<file path="config.mk">
export PLATFORM = sky130hd
export DESIGN_NAME = lc3b_decode
export DESIGN_NICKNAME = d
export VERILOG_FILES = /design/src/verilog/lc3b_types.sv /design/src/verilog/instr_latch.sv /design/src/verilog/control_rom.sv /design/src/verilog/regfile.sv /design/src/verilog/id_ex_reg.sv /design/src/verilog/lc3b_decode.sv
export SDC_FILE = /design/constraint.sdc
export NUM_CORES = 1
export LEC_CHECK = 0
export ABC_AREA = 1
export BUFFER_PORTS_ARGS = -buffer_cell sky130_fd_sc_hd__buf_2
export CAP_MARGIN = 15
export CORE_ASPECT_RATIO = 2
export CORE_MARGIN = 5
export CORE_UTILIZATION = 50
export CTS_BUF_LIST = sky130_fd_sc_hd__clkbuf_8
export CTS_CLUSTER_DIAMETER = 150
export DETAILED_ROUTE_END_ITERATION = 10
export PLACE_DENSITY = 0.7
export SYNTH_ARGS = -nofsm -noshare
export SYNTH_HDL_FRONTEND = slang
export SYNTH_SLANG_ARGS = --single-unit
</file>
<file path="constraint.sdc">
create_clock -name clk -period 2.66 [get_ports clk]
set_clock_uncertainty 0.15 [all_clocks]
set_input_delay 0.532 -clock clk [delete_from_list [all_inputs] [get_ports clk]]
set_output_delay 0.532 -clock clk [all_outputs]
set_load 0.01 [all_outputs]
</file>
<file path="src/verilog/lc3b_types.sv">
`default_nettype none

package lc3b_types;

    typedef logic [15:0] lc3b_word;
    typedef logic [2:0]  lc3b_reg;

    // encodings follow the LC-3b ISA
    typedef enum logic [3:0] {
        op_br   = 4'b0000,
        op_add  = 4'b0001,
        op_ldb  = 4'b0010,
        op_stb  = 4'b0011,
        op_jsr  = 4'b0100,
        op_and  = 4'b0101,
        op_ldr  = 4'b0110,
        op_str  = 4'b0111,
        op_rti  = 4'b1000,
        op_not  = 4'b1001,
        op_ldi  = 4'b1010,
        op_sti  = 4'b1011,
        op_jmp  = 4'b1100,
        op_shf  = 4'b1101,
        op_lea  = 4'b1110,
        op_trap = 4'b1111
    } lc3b_opcode;

    typedef enum logic [2:0] {
        alu_add  = 3'd0,
        alu_and  = 3'd1,
        alu_not  = 3'd2,
        alu_pass = 3'd3,
        alu_sll  = 3'd4,
        alu_srl  = 3'd5,
        alu_sra  = 3'd6
    } lc3b_aluop;

    // carried along the pipe with each instruction
    typedef struct packed {
        lc3b_opcode opcode;
        lc3b_aluop  aluop;
        logic       load_cc;
        logic       load_regfile;
        logic       sr2mux_sel;      // 1 selects the immediate
        logic       mem_read;
        logic       mem_write;
        logic       addr1mux_sel;
        logic [1:0] addr2mux_sel;
        logic [1:0] drmux_sel;
        logic       regfilemux_sel;
        logic       memaddrmux_sel;
        logic       destmux_sel;     // 1 writes R7
        logic       sr1_needed;
        logic       sr2_needed;
    } lc3b_control_word;

endpackage : lc3b_types

`default_nettype wire

</file>
<file path="src/verilog/instr_latch.sv">
`timescale 1ns/1ps
`default_nettype none

module instr_latch (
    input  wire logic                   clk,
    input  wire logic                   arst_n,
    input  wire logic                   fetch_valid,
    input  wire lc3b_types::lc3b_word   instr,
    input  wire lc3b_types::lc3b_word   pc,
    input  wire logic                   hold,
    output logic                        id_valid,
    output lc3b_types::lc3b_word        id_instr,
    output lc3b_types::lc3b_word        id_pc,
    output lc3b_types::lc3b_opcode      id_opcode,
    output lc3b_types::lc3b_reg         id_sr1,
    output lc3b_types::lc3b_reg         id_sr2,
    output logic                        imm_check,
    output logic                        jsr_check,
    output logic                        rshf_check
);

    import lc3b_types::*;

    logic is_store;

    // fetch register, frozen while hold is high
    always_ff @(posedge clk or negedge arst_n) begin
        if (!arst_n) begin
            id_valid <= 1'b0;
            id_instr <= '0;
            id_pc    <= '0;
        end else if (!hold) begin
            id_valid <= fetch_valid;
            id_instr <= instr;
            id_pc    <= pc;
        end
    end

    assign id_opcode = lc3b_opcode'(id_instr[15:12]);

    // stores read the data register from the dr field
    assign is_store = (id_opcode == op_str) || (id_opcode == op_stb) ||
                      (id_opcode == op_sti);

    assign id_sr1 = id_instr[8:6];
    assign id_sr2 = is_store ? id_instr[11:9] : id_instr[2:0];

    assign imm_check  = id_instr[5];   // also arithmetic flag for shf
    assign jsr_check  = id_instr[11];  // 1 = jsr, 0 = jsrr
    assign rshf_check = id_instr[4];   // shift direction

endmodule : instr_latch

`default_nettype wire

</file>
<file path="src/verilog/control_rom.sv">
`timescale 1ns/1ps
`default_nettype none

module control_rom (
    input  wire lc3b_types::lc3b_opcode opcode,
    input  wire logic                   imm_check,
    input  wire logic                   jsr_check,
    input  wire logic                   rshf_check,
    output lc3b_types::lc3b_control_word ctrl
);

    import lc3b_types::*;

    always_comb begin
        // defaults, overridden per opcode below
        ctrl                = '0;
        ctrl.opcode         = opcode;
        ctrl.aluop          = alu_pass;

        case (opcode)
            op_add, op_and: begin
                ctrl.aluop          = (opcode == op_add) ? alu_add : alu_and;
                ctrl.sr1_needed     = 1'b1;
                ctrl.load_regfile   = 1'b1;
                ctrl.load_cc        = 1'b1;
                ctrl.drmux_sel      = 2'b11;
                ctrl.regfilemux_sel = 1'b1;
                // register form reads sr2, immediate form does not
                ctrl.sr2mux_sel     = imm_check;
                ctrl.sr2_needed     = ~imm_check;
            end

            op_not: begin
                ctrl.aluop        = alu_not;
                ctrl.sr1_needed   = 1'b1;
                ctrl.load_regfile = 1'b1;
                ctrl.load_cc      = 1'b1;
                ctrl.drmux_sel    = 2'b11;
            end

            op_shf: begin
                if (!rshf_check) begin
                    ctrl.aluop = alu_sll;
                end else if (!imm_check) begin
                    ctrl.aluop = alu_srl;
                end else begin
                    ctrl.aluop = alu_sra;
                end
                ctrl.sr1_needed   = 1'b1;
                ctrl.load_regfile = 1'b1;
                ctrl.load_cc      = 1'b1;
                ctrl.drmux_sel    = 2'b11;
            end

            // ldi is handled as a plain base+offset load
            op_ldr, op_ldi: begin
                ctrl.sr1_needed   = 1'b1;
                ctrl.mem_read     = 1'b1;
                ctrl.load_regfile = 1'b1;
                ctrl.load_cc      = 1'b1;
                ctrl.addr1mux_sel = 1'b1;     // base register
                ctrl.addr2mux_sel = 2'b01;    // offset6
                ctrl.drmux_sel    = 2'b01;
            end

            op_str, op_sti: begin
                ctrl.sr1_needed   = 1'b1;
                ctrl.mem_write    = 1'b1;
                ctrl.load_cc      = 1'b1;
                ctrl.addr1mux_sel = 1'b1;
                ctrl.addr2mux_sel = 2'b01;
            end

            op_ldb, op_stb: begin
                ctrl.sr1_needed = 1'b1;  // base register only
            end

            op_br: begin
                ctrl.addr2mux_sel   = 2'b10;   // pc + offset9
                ctrl.memaddrmux_sel = 1'b1;
            end

            op_lea: begin
                ctrl.addr2mux_sel   = 2'b10;
                ctrl.memaddrmux_sel = 1'b1;
                ctrl.drmux_sel      = 2'b01;
                ctrl.load_regfile   = 1'b1;
                ctrl.load_cc        = 1'b1;
            end

            op_jmp: begin
                ctrl.sr1_needed     = 1'b1;
                ctrl.addr1mux_sel   = 1'b1;
                ctrl.addr2mux_sel   = 2'b00;
                ctrl.memaddrmux_sel = 1'b1;
            end

            op_jsr: begin
                ctrl.destmux_sel = 1'b1;           // link goes to R7
                ctrl.sr1_needed  = ~jsr_check;     // jsrr jumps through base reg
            end

            op_trap: begin
                ctrl.destmux_sel = 1'b1;
            end

            default: begin
                ctrl = '0;   // rti and anything unexpected
            end
        endcase
    end

endmodule : control_rom

`default_nettype wire

</file>
<file path="src/verilog/regfile.sv">
`timescale 1ns/1ps
`default_nettype none

module regfile (
    input  wire logic                 clk,
    input  wire logic                 arst_n,
    input  wire logic                 load,
    input  wire lc3b_types::lc3b_reg  dest,
    input  wire lc3b_types::lc3b_word data_in,
    input  wire lc3b_types::lc3b_reg  sr1,
    input  wire lc3b_types::lc3b_reg  sr2,
    output lc3b_types::lc3b_word      sr1_data,
    output lc3b_types::lc3b_word      sr2_data
);

    import lc3b_types::*;

    lc3b_word regs [8];

    always_ff @(posedge clk or negedge arst_n) begin
        if (!arst_n) begin
            for (int i = 0; i < 8; i++) begin
                regs[i] <= '0;
            end
        end else if (load) begin
            regs[dest] <= data_in;
        end
    end

    // write-through so decode sees the value being written this cycle
    always_comb begin
        if (load && (dest == sr1)) begin
            sr1_data = data_in;
        end else begin
            sr1_data = regs[sr1];
        end

        if (load && (dest == sr2)) begin
            sr2_data = data_in;
        end else begin
            sr2_data = regs[sr2];
        end
    end

endmodule : regfile

`default_nettype wire

</file>
<file path="src/verilog/id_ex_reg.sv">
`timescale 1ns/1ps
`default_nettype none

module id_ex_reg (
    input  wire logic                         clk,
    input  wire logic                         arst_n,
    input  wire logic                         ex_stall,
    input  wire logic                         id_valid,
    input  wire lc3b_types::lc3b_word         id_instr,
    input  wire lc3b_types::lc3b_word         id_pc,
    input  wire lc3b_types::lc3b_reg          id_sr1,
    input  wire lc3b_types::lc3b_reg          id_sr2,
    input  wire lc3b_types::lc3b_control_word ctrl,
    input  wire lc3b_types::lc3b_word         sr1_data,
    input  wire lc3b_types::lc3b_word         sr2_data,
    output logic                              decode_stall,
    output logic                              ex_valid,
    output lc3b_types::lc3b_control_word      ex_ctrl,
    output lc3b_types::lc3b_word              ex_pc,
    output lc3b_types::lc3b_word              ex_instr,
    output lc3b_types::lc3b_word              ex_sr1_data,
    output lc3b_types::lc3b_word              ex_sr2_data,
    output lc3b_types::lc3b_reg               ex_dest
);

    import lc3b_types::*;

    lc3b_reg dest_sel;
    logic    ex_is_load;
    logic    src_match;
    logic    load_use;

    // jsr and trap link into R7
    assign dest_sel = ctrl.destmux_sel ? 3'd7 : id_instr[11:9];

    assign ex_is_load = ex_valid && ex_ctrl.mem_read && ex_ctrl.load_regfile;

    assign src_match = (ctrl.sr1_needed && (ex_dest == id_sr1)) ||
                       (ctrl.sr2_needed && (ex_dest == id_sr2));

    assign load_use = ex_is_load && src_match;

    // back-pressure wins, the stall is only raised when the pipe moves
    assign decode_stall = load_use && !ex_stall;

    always_ff @(posedge clk or negedge arst_n) begin
        if (!arst_n) begin
            ex_valid <= 1'b0;
            ex_ctrl  <= '0;
            ex_dest  <= '0;
        end else if (!ex_stall) begin
            if (load_use || !id_valid) begin
                // bubble, also for an empty decode slot
                ex_valid <= 1'b0;
                ex_ctrl  <= '0;
                ex_dest  <= '0;
            end else begin
                ex_valid <= 1'b1;
                ex_ctrl  <= ctrl;
                ex_dest  <= dest_sel;
            end
        end
    end

    always_ff @(posedge clk) begin
        if (!ex_stall) begin
            ex_pc       <= id_pc;
            ex_instr    <= id_instr;
            ex_sr1_data <= sr1_data;
            ex_sr2_data <= sr2_data;
        end
    end

endmodule : id_ex_reg

`default_nettype wire

</file>
<file path="src/verilog/lc3b_decode.sv">
`timescale 1ns/1ps
`default_nettype none

module lc3b_decode (
    input  wire logic                    clk,
    input  wire logic                    arst_n,
    input  wire logic                    fetch_valid,
    input  wire lc3b_types::lc3b_word    instr,
    input  wire lc3b_types::lc3b_word    pc,
    input  wire logic                    ex_stall,
    input  wire logic                    wb_load,
    input  wire lc3b_types::lc3b_reg     wb_dest,
    input  wire lc3b_types::lc3b_word    wb_data,
    output logic                         decode_stall,
    output logic                         ex_valid,
    output lc3b_types::lc3b_control_word ex_ctrl,
    output lc3b_types::lc3b_word         ex_pc,
    output lc3b_types::lc3b_word         ex_instr,
    output lc3b_types::lc3b_word         ex_sr1_data,
    output lc3b_types::lc3b_word         ex_sr2_data,
    output lc3b_types::lc3b_reg          ex_dest
);

    import lc3b_types::*;

    logic             hold;
    logic             id_valid;
    lc3b_word         id_instr;
    lc3b_word         id_pc;
    lc3b_opcode       id_opcode;
    lc3b_reg          id_sr1;
    lc3b_reg          id_sr2;
    logic             imm_check;
    logic             jsr_check;
    logic             rshf_check;
    lc3b_control_word ctrl;
    lc3b_word         sr1_data;
    lc3b_word         sr2_data;

    assign hold = decode_stall | ex_stall;

    instr_latch u_instr_latch (
        .clk         (clk),
        .arst_n      (arst_n),
        .fetch_valid (fetch_valid),
        .instr       (instr),
        .pc          (pc),
        .hold        (hold),
        .id_valid    (id_valid),
        .id_instr    (id_instr),
        .id_pc       (id_pc),
        .id_opcode   (id_opcode),
        .id_sr1      (id_sr1),
        .id_sr2      (id_sr2),
        .imm_check   (imm_check),
        .jsr_check   (jsr_check),
        .rshf_check  (rshf_check)
    );

    control_rom u_control_rom (
        .opcode     (id_opcode),
        .imm_check  (imm_check),
        .jsr_check  (jsr_check),
        .rshf_check (rshf_check),
        .ctrl       (ctrl)
    );

    regfile u_regfile (
        .clk      (clk),
        .arst_n   (arst_n),
        .load     (wb_load),
        .dest     (wb_dest),
        .data_in  (wb_data),
        .sr1      (id_sr1),
        .sr2      (id_sr2),
        .sr1_data (sr1_data),
        .sr2_data (sr2_data)
    );

    id_ex_reg u_id_ex_reg (
        .clk          (clk),
        .arst_n       (arst_n),
        .ex_stall     (ex_stall),
        .id_valid     (id_valid),
        .id_instr     (id_instr),
        .id_pc        (id_pc),
        .id_sr1       (id_sr1),
        .id_sr2       (id_sr2),
        .ctrl         (ctrl),
        .sr1_data     (sr1_data),
        .sr2_data     (sr2_data),
        .decode_stall (decode_stall),
        .ex_valid     (ex_valid),
        .ex_ctrl      (ex_ctrl),
        .ex_pc        (ex_pc),
        .ex_instr     (ex_instr),
        .ex_sr1_data  (ex_sr1_data),
        .ex_sr2_data  (ex_sr2_data),
        .ex_dest      (ex_dest)
    );

endmodule : lc3b_decode

`default_nettype wire

</file>
# Word-level counts from Yosys, hierarchy flattened
# Index checks and enable logic that the tools add are counted.
dict set report word_totals {
  inputBits 56
  word_cells 125
  out_inout_bits 91
  register_bits 251
}
dict set report op_classes {
  eq_ne 18
  n_mux 34
  n_bitwise 6
  reduce_logical 31
  magnitude_cmp 4
}
# operator count
set op_table {}
lappend op_table {{128-bit bitwise mux} 1}
lappend op_table {{16-bit 2-to-1 mux} 7}
lappend op_table {{16-bit binary-select mux with 3-bit select} 2}
lappend op_table {{16-bit demux with 3-bit select} 1}
lappend op_table {{4-bit == test, second input constant} 7}
lappend op_table {{22-bit 2-to-1 mux} 1}
lappend op_table {{11-bit OR reduction} 2}
lappend op_table {{4-bit by 3-bit == test with 1-bit output, second input constant} 4}
lappend op_table {{15-bit OR reduction} 1}
lappend op_table {{3-bit == test} 4}
lappend op_table {{4-bit greater-or-equal comparator, second input constant} 3}
lappend op_table {{1-bit 2-to-1 mux} 12}
lappend op_table {{3-bit NOT with 4-bit output} 3}
lappend op_table {{3-bit one-hot mux with 4 select lines} 1}
lappend op_table {{2-bit OR reduction} 5}
lappend op_table {{1-bit logical AND} 9}
lappend op_table {{3-bit 2-to-1 mux} 3}
lappend op_table {{9-bit OR reduction} 1}
lappend op_table {{4-bit by 2-bit == test with 1-bit output, second input constant} 2}
lappend op_table {{2-bit one-hot mux with 2 select lines} 2}
lappend op_table {{4-bit OR reduction} 2}
lappend op_table {{7-bit OR reduction} 1}
lappend op_table {{3-bit OR reduction} 2}
lappend op_table {{5-bit OR reduction} 1}
lappend op_table {{other kinds (10)} 16}

# Longest topological paths before layout
# Gate-level depths: netlist (run 1).
dict set report logic_depth {
  ltp_word 10
  mapped_depth 14
  depth_no_buf 13
}

# Modules after synthesis
# Synthesis (run 1) repeated with hierarchy kept, for this count alone.
dict set report unflattened {
  cells_unflattened 1634
  hier_area_um2 12625.9
}
# module n_inst seq_area_each_um2 cells_per_inst area_each_um2
set modules_own_cells {}
lappend modules_own_cells {regfile 1 3203.1 1196 7777.5}
lappend modules_own_cells {id_ex_reg 1 2572.5 217 3164.3}
lappend modules_own_cells {instr_latch 1 825.8 162 1431.4}
lappend modules_own_cells {control_rom 1 0.0 56 241.5}
lappend modules_own_cells {lc3b_decode 1 0.0 3 11.3}

# Worst setup path before layout (run 1)
# Ideal clock, no wire load.
dict set report synth_path {
  path_type {input port to flip-flop}
  from {in ex_stall}
  to {reg u_id_ex_reg.ex_instr[0], enable pin}
  stages 4
  path_buffers 3
  required_time_ps 2057
  path_slack_ps -1018
  arrival_time_ps 3075
  setup_ps 453
  path_cell_list {clkbuf_1 inv_1 clkbuf_1 buf_1}
}
# item line
set synth_lines {}
lappend synth_lines {{from (decl)} lc3b_decode.sv:10} ;# input wire logic ex_stall,
lappend synth_lines {{to (signal assigned)} id_ex_reg.sv:68} ;# ex_instr <= id_instr;
lappend synth_lines {{to (decl)} id_ex_reg.sv:20} ;# output lc3b_types::lc3b_word ex_instr,
# No word-level cell between the ends.

# Worst setup path after layout (run 1)
dict set report layout_path {
  from {reg u_instr_latch.id_instr[14]}
  to {out decode_stall}
}
dict set report layout_via {
  elab_chain_len 9
  elab_cells_between_ends 25
  classes_between {13 x eq/ne; 3 x mux; 9 x reduce/logical}
}
# item line
set layout_lines {}
lappend layout_lines {{from (decl)} instr_latch.sv:12} ;# output lc3b_types::lc3b_word id_instr,
lappend layout_lines {{from (signal assigned)} instr_latch.sv:34} ;# id_instr <= instr;
lappend layout_lines {{4-bit by 3-bit == test with 1-bit output or 4-bit by 2-bit == test with 1-bit output (tied branches)} {instr_latch.sv:42, control_rom.sv:20}}
lappend layout_lines {{1-bit logical OR (2 in a row)} instr_latch.sv:42} ;# assign is_store = (id_opcode == op_str) || (id_opcode == op_stb) ||
lappend layout_lines {{3-bit 2-to-1 mux} instr_latch.sv:46} ;# assign id_sr2 = is_store ? id_instr[11:9] : id_instr[2:0];
lappend layout_lines {{3-bit == test} id_ex_reg.sv:39} ;# (ctrl.sr2_needed && (ex_dest == id_sr2));
lappend layout_lines {{1-bit logical AND} id_ex_reg.sv:39}
lappend layout_lines {{1-bit logical OR (*)} id_ex_reg.sv:38} ;# assign src_match = (ctrl.sr1_needed && (ex_dest == id_sr1)) ||
lappend layout_lines {{1-bit logical AND (*)} id_ex_reg.sv:41} ;# assign load_use = ex_is_load && src_match;
lappend layout_lines {{1-bit logical AND (*)} id_ex_reg.sv:44} ;# assign decode_stall = load_use && !ex_stall;
lappend layout_lines {{to (decl)} lc3b_decode.sv:14} ;# output logic decode_stall,
# Every way passes the cells marked *; elsewhere a longest branch is shown, timed or not.

==> results of run 1 <==
==> worst min-delay path, stage by stage <==
cell     delay (ns)
buf_2          0.09
nand2_1        0.04
o21ai_0        0.06
==> power groups by stage <==
| stage | clock (mW) | combinational (mW) | sequential, mW |
|---|---|---|---|
| after CTS | 3.15 | 2.21 | 4.93 |
| after global routing | 3.34 | 2.51 | 5.01 |
| after detailed placement | 0 | 2.16 | 5.00 |
| after floorplan | 0 | 1.33 | 4.97 |
| after global placement | 0 | 2.11 | 4.99 |
| final | 3.09 | 2.23 | 4.94 |
==> cells in the mapped netlist <==
library cell / number
a21oi_1: 78
a31oi_1: 1
buf_1: 11
buf_2: 21
buf_4: 5
buf_6: 4
clkbuf_1: 49
clkinv_1: 2
clkinv_2: 1
dfrtp_1: 187
edfxtp_1: 64
inv_1: 133
nand2_1: 406
nand2_2: 7
nand2_4: 5
nand3_1: 94
nand4_1: 5
nor2_1: 65
nor3_1: 2
o2111ai_1: 1
o211ai_1: 63
o21ai_0: 215
o21ai_1: 7
o21ai_2: 9
o221ai_1: 2
o22ai_1: 1
o31ai_1: 1
xnor2_1: 1
xor2_1: 1
==> repair_timing <==
| action | 4_1_cts | 5_1_grt |
|---|---|---|
| hold buffers | 2 | 0 |
| hold endpoints to repair | 30 | 0 |
| pin swaps | 11 | 11 |
| buffers inserted | 12 | 1 |
| setup endpoints to repair | 1 | 1 |
| gates resized for setup | 20 | 23 |
| cloned | 0 | 1 |
==> cell type report <==
class	instances	share of cell area
multi-input combinational	965	0.326
clock buffer	45	0.0437
tap	287	0.0253
inverter	136	0.0366
antenna	1	0.000176
timing repair buffer	201	0.0941
sequential	251	0.466
clock inverter	22	0.00794
==> state kept, by name (all words and copies together) (netlist names), 3 cells and up <==
name / cells
u_id_ex_reg.ex_ctrl: 22
u_id_ex_reg.ex_pc: 16
u_instr_latch.id_pc: 16
u_regfile.regs: 128
u_id_ex_reg.ex_dest: 3
u_instr_latch.id_instr: 16
u_id_ex_reg.ex_sr1_data: 16
u_id_ex_reg.ex_sr2_data: 16
u_id_ex_reg.ex_instr: 16
==> per-layer routing <==
metal,wire length (um),track usage
met1,12500,0.280
met2,18900,0.472
met4,2270,0.158
met5,11,0
met3,2450,0.0536
==> path summary, 6_finish.rpt <==
check	slack, ns	endpoint	from	cells after the start
worst min-delay path	0.03	u_regfile.regs[7]	wb_data[7]	3
max in group asynchronous	1.36	u_id_ex_reg.ex_dest[1]	arst_n	3
worst min register to register	0.29	u_id_ex_reg.ex_pc[0]	u_instr_latch.id_pc[0]	0
worst max register to register	0.26	u_id_ex_reg.ex_sr2_data[14]	u_instr_latch.id_instr[14]	11
worst max-delay path	-0.06	decode_stall	u_instr_latch.id_instr[14]	10
min in group asynchronous	0.28	u_instr_latch.id_instr[1]	arst_n	2
==> placed cells by master, fill, tap and decap left out, types with 37 or more instances in the layout <==
cell type	n
a21oi_1	78
nor2_1	57
clkbuf_8	45
nand2_1	399
dfrtp_1	181
nand3_1	88
buf_4	37
buf_2	144
inv_1	142
edfxtp_1	64
o211ai_1	63
o21ai_0	214
==> logic make-up after synthesis <==
kind of cell	Yosys count	synth area share
simple gates	584	0.198
compound gates	378	0.175
flops	251	0.549
buf+inv	226	0.0769
xor+xnor	2	0.00146
==> metrics by stage <==
stage / total power [mW] / cells / utilization
after floorplan: 6.30 / 1441 / -
after global placement: 7.09 / 1824 / 0.553
after detailed placement: 7.16 / 1824 / 0.553
after CTS: 10.3 / 1905 / 0.591
after global routing: 10.9 / 1907 / 0.595
final: 10.3 / 1908 / 0.595
==> impl_metrics.tcl, run 1 <==
set metrics [dict create \
    finalSetupTns_ns -0.0599 \
    synth_top_area_cell "dfrtp_1" \
    fmax_mhz 368 \
    fin_area_um2 14200 \
    crit_family "simple AND/OR/NAND/NOR gates" \
    p_seq_frac 0.481 \
    p_switching_mw 3.32 \
    cp_slowest_cell "dfrtp_2" \
    multiInputGateArea_um2 4620 \
    seq_area_um2 6610 \
    fin_nets 1648 \
    cts_htree_levels 2 \
    cp-end-kind "primary output" \
    p_sw_frac 0.323 \
    cp_max_fo 5 \
    cts_buffers 37 \
    root_buffer "clkbuf_8" \
    drt_wl_total_mm 36.1 \
    setup_viol 1 \
    violations "negative setup slack" \
    clkLatencyLatePin_ns 0.58 \
    drv_slew 0 \
    dp_slack_ns 0.287 \
    cpPeakStageDelay_ns 0.45 \
    clkTransAtPathRegs_ns 0.06 \
    syn_to_final_growth_pct 18.0 \
    portBuffers 146 \
    grt_pass1_vias 10800 \
    cp.buffers_inverters 2 \
    grt_max_degree 85 \
    antenna_found_initial 1 \
    outcome "complete, but fails checks" \
    worst-slew-pin-transition_ns 0.614 \
    yosys_warnings 0 \
    ys_types 29 \
    synth.area.top_cells "dfrtp_1 (39%), edfxtp_1 (16%), nand2_1 (13%)" \
    cp.required_ns 1.98 \
    leakage_nw 6.83 \
    dieHeight_um 229 \
    vias 10700 \
    gp_congestion 0.939 \
    vias_per_cell 5.60 \
    finalHoldViolations 0 \
    syn_inst 1441 \
    avgSynthCellArea_um2 8.34 \
    grt_pass1_wl_mm 56.9 \
    routedWlPerCell_um 18.9 \
    cap_violations 0 \
    peakVddDrop_v 0.000509 \
    hp-class "input pin to flip-flop" \
    cts_tree "yes" \
    clockPowerShare 0.301 \
    overflow 0 \
    fin_ws_ns -0.0599 \
    start_kind "flip-flop" \
    drt.antenna.violating_nets 0 \
    placed_area_um2 13200 \
    hpwl_mm 23.7 \
    cellPowerDensity_nw_per_um2 724 \
    drtIter0Drc 1044 \
    start_util 0.505 \
    synth_top_cell_area_share 0.389 \
    fp-row-count 80 \
    ys_seq_area_frac 0.549 \
    max-clock-path-buffers 3 \
    cp.arrival_ns 2.04 \
    fp.dieW_um 120 \
    dr.pass1.iters 5 \
    crit_chain "nand2_4 -> inv_1 -> o21ai_2 -> nand2_1 -> nand4_1 -> nand2_1 -> nand2_2 -> nand2_4 -> nor2_4 -> buf_6" \
    io_pins 147 \
    rsz0062_at_grt "true" \
    p_int_mw 6.95 \
    post-route-period-util 1.02 \
    nFillCells 2193 \
    synth_seq_cells 251 \
    core_um2 23800 \
    critPathKind "flip-flop to primary output" \
    netlist_area_um2 12000 \
    drc 0 \
    drive_gt1_frac 0.190 \
    p_comb_frac 0.217 \
    layout_min_cycle_time_ns 2.72 \
    track_usage 0.263 \
    slew_headroom 0.591 \
    die_area_um2 27400 \
    synthesis.nets 1497 \
    fin_hold_ws_ns 0.0349 \
    cts_sinks 251 \
]
(Power assumes the default switching activity.)
==> run 2: changes to the inputs <==
--- a/config.mk
+++ b/config.mk
@@ -6,14 +6,14 @@
 export NUM_CORES = 1
 export LEC_CHECK = 0
 export ABC_AREA = 1
-export BUFFER_PORTS_ARGS = -buffer_cell sky130_fd_sc_hd__buf_2
+export BUFFER_PORTS_ARGS = -buffer_cell sky130_fd_sc_hd__buf_4
 export CAP_MARGIN = 15
 export CORE_ASPECT_RATIO = 2
 export CORE_MARGIN = 5
 export CORE_UTILIZATION = 50
-export CTS_BUF_LIST = sky130_fd_sc_hd__clkbuf_8
 export CTS_CLUSTER_DIAMETER = 150
 export DETAILED_ROUTE_END_ITERATION = 10
+export GPL_TIMING_DRIVEN = 0
 export PLACE_DENSITY = 0.7
 export SYNTH_ARGS = -nofsm -noshare
 export SYNTH_HDL_FRONTEND = slang
==> impl_metrics.tcl, run 2 (synthesis gave the netlist of run 1 again) <==
set metrics [dict create \
    outcome "complete, but fails checks" \
    violations "negative setup slack" \
    cp.required_ns 2.76 \
    cp-end-kind "flip-flop" \
    worst-slew-pin-transition_ns 0.976 \
    fin_nets 1689 \
    rsz0062_at_grt "true" \
    reg_top3 "u_regfile.regs x128, u_id_ex_reg.ex_ctrl x22" \
    peakVddDrop_v 0.000692 \
    reg2reg_depth 11 \
    layout.cells.non_filler 1938 \
    cp.depth 11 \
    rr_startpoint "u_instr_latch.id_instr[14]" \
    crit_start "u_instr_latch.id_instr[14]" \
    start_util 0.505 \
    largest_reg_flops 128 \
    portBuffers 144 \
    p_comb_frac 0.231 \
    place_inst 1873 \
    grt_use_met2 0.569 \
    grt_pass1_wl_mm 68.0 \
    critPathKind "flip-flop to flip-flop" \
    leakage_nw 6.92 \
    finalSetupTns_ns -0.671 \
    layout_min_cycle_time_ns 2.77 \
    io_pins 147 \
    finalHoldViolations 0 \
    nFillCells 2158 \
    vias 11300 \
    gp_congestion 0.989 \
    cp_max_fo 10 \
    start_kind "flip-flop" \
    die_area_um2 27400 \
    cts_tree "yes" \
    dr.pass1.iters 6 \
    grt_pass1_vias 11500 \
    cp_slowest_cell "dfrtp_2" \
    p_switching_mw 3.61 \
    slew_headroom 0.350 \
    post-route-period-util 1.04 \
    hp-class "input pin to flip-flop" \
    fin_hold_ws_ns 0.0679 \
    p_sw_frac 0.323 \
    cp.arrival_ns 2.88 \
    cap_violations 0 \
    track_usage 0.331 \
    core_um2 23800 \
    setup_viol 11 \
    post-route-util 0.615 \
    cts_htree_levels 1 \
    antenna_found_initial 1 \
    routedWlPerCell_um 23.5 \
    gr-usage-met3 0.0590 \
    root_buffer "clkbuf_16" \
    overflow 0 \
    top_usage_layer "met2" \
    cellPowerDensity_nw_per_um2 761 \
    drt.antenna.violating_nets 0 \
    syn_to_final_growth_pct 21.9 \
    vias_per_cell 5.84 \
    clockPowerShare 0.324 \
    hold_start "wb_data[12]" \
    top_register "u_regfile.regs" \
    crit_chain "nand2_4 -> buf_12 -> nand2_8 -> nand2_4 -> nand2_2 -> xor2_1 -> a21oi_1 -> nand2_2 -> buf_2 -> o211ai_1 -> nand2_1" \
    clkTransAtPathRegs_ns 0.07 \
    mostFrequentLayoutCell "nand2_1" \
    grt_max_degree 119 \
    use_met1 0.330 \
    drc 0 \
    p_seq_frac 0.445 \
    max-clock-path-buffers 3 \
    final_cell_mix "nand2_1 (399), o21ai_0 (209), dfrtp_1 (183), buf_4 (167), inv_1 (132)" \
    drt_wl_total_mm 45.5 \
    fp-row-count 80 \
    drive_gt1_frac 0.178 \
    fmax_mhz 360 \
    p_int_mw 7.55 \
    hpwl_mm 33.1 \
    fp.dieW_um 120 \
    dieHeight_um 229 \
    fin_ws_ns -0.114 \
    cts_sinks 251 \
    crit_family "simple AND/OR/NAND/NOR gates" \
    whs_path_depth 3 \
    cp.buffers_inverters 2 \
    drtIter0Drc 964 \
    cpPeakStageDelay_ns 0.48 \
    clkLatencyLatePin_ns 0.54 \
    cts_buffers 24 \
    drv_slew 0 \
]
[run 2: changes by cell type in the layout (fill, tap and decap cells not counted), sizes merged]
cell	before	now
nand2	419	418
clkinvlp	0	1
clkbuf	45	83
dlygate4sd3	2	1
inv	147	134
clkinv	11	9
bufinv	0	2
buf	199	205
[run 2: worst reg2reg max path: stages, from the launching register on]
cell and delay (ns):
dfrtp_2 0.48, nand2_4 0.15, buf_12 0.12, nand2_8 0.08, nand2_4 0.08, nand2_2 0.24
xor2_1 0.23, a21oi_1 0.16, nand2_2 0.20, buf_2 0.28, o211ai_1 0.22, nand2_1 0.12
[run 2: power groups by stage]
stage          logic (mW)  registers [mW]  clock network [mW]
2_1_floorplan        1.33            4.97                   0
6_report             2.58            4.96                3.62
5_1_grt              2.81            5.02                3.82
3_3_place_gp         2.38            5.00                   0
3_5_place_dp         2.43            5.01                   0
4_1_cts              2.49            4.95                3.66
[run 2: through the flow]
stage | setup slack (ns) | area, um^2 | power (mW)
2_1_floorplan | 0.0885 | 12000 | 6.30
3_3_place_gp | -0.593 | 13500 | 7.38
3_5_place_dp | -0.329 | 13500 | 7.44
4_1_cts | -0.0999 | 14500 | 11.1
5_1_grt | -0.232 | 14700 | 11.6
6_report | -0.114 | 14700 | 11.2
[run 2: worst paths after layout]
path / to / slack (ns)
min in group asynchronous: u_instr_latch.id_pc[4] / 0.41
hold reg to reg: u_id_ex_reg.ex_pc[4] / 0.30
setup reg to reg: u_id_ex_reg.ex_sr2_data[11] / -0.11
setup / recovery: u_id_ex_reg.ex_sr2_data[11] / -0.11
max in group asynchronous: u_regfile.regs[117] / 0.93
hold / removal: u_regfile.regs[12] / 0.07
[run 2: area by class of cell]
class,instances,area [um^2],share of cell area
tap,287,359,0.0245
multi-input combinational,964,4620,0.315
inverter,136,520,0.0355
sequential,251,6610,0.451
clock inverter,10,110,0.00751
buffer,89,419,0.0286
timing repair buffer,167,1300,0.0889
antenna,1,2.50,0.000171
clock buffer,33,716,0.0488
[run 2: per-layer routing]
metal  vias to the layer above  share of wire
met5                         -        0.00042
met4                         2           0.11
met3                       216          0.071
met2                       641           0.50
met1                      5293           0.32
li1                       5161              -
[run 2: repair_timing]
action	4_1_cts	5_1_grt
hold buffers	1	0
hold endpoints to repair	69	0
pin swaps	10	6
endpoints found under the setup margin	15	17
gates resized for setup	35	21
buffers inserted	17	4
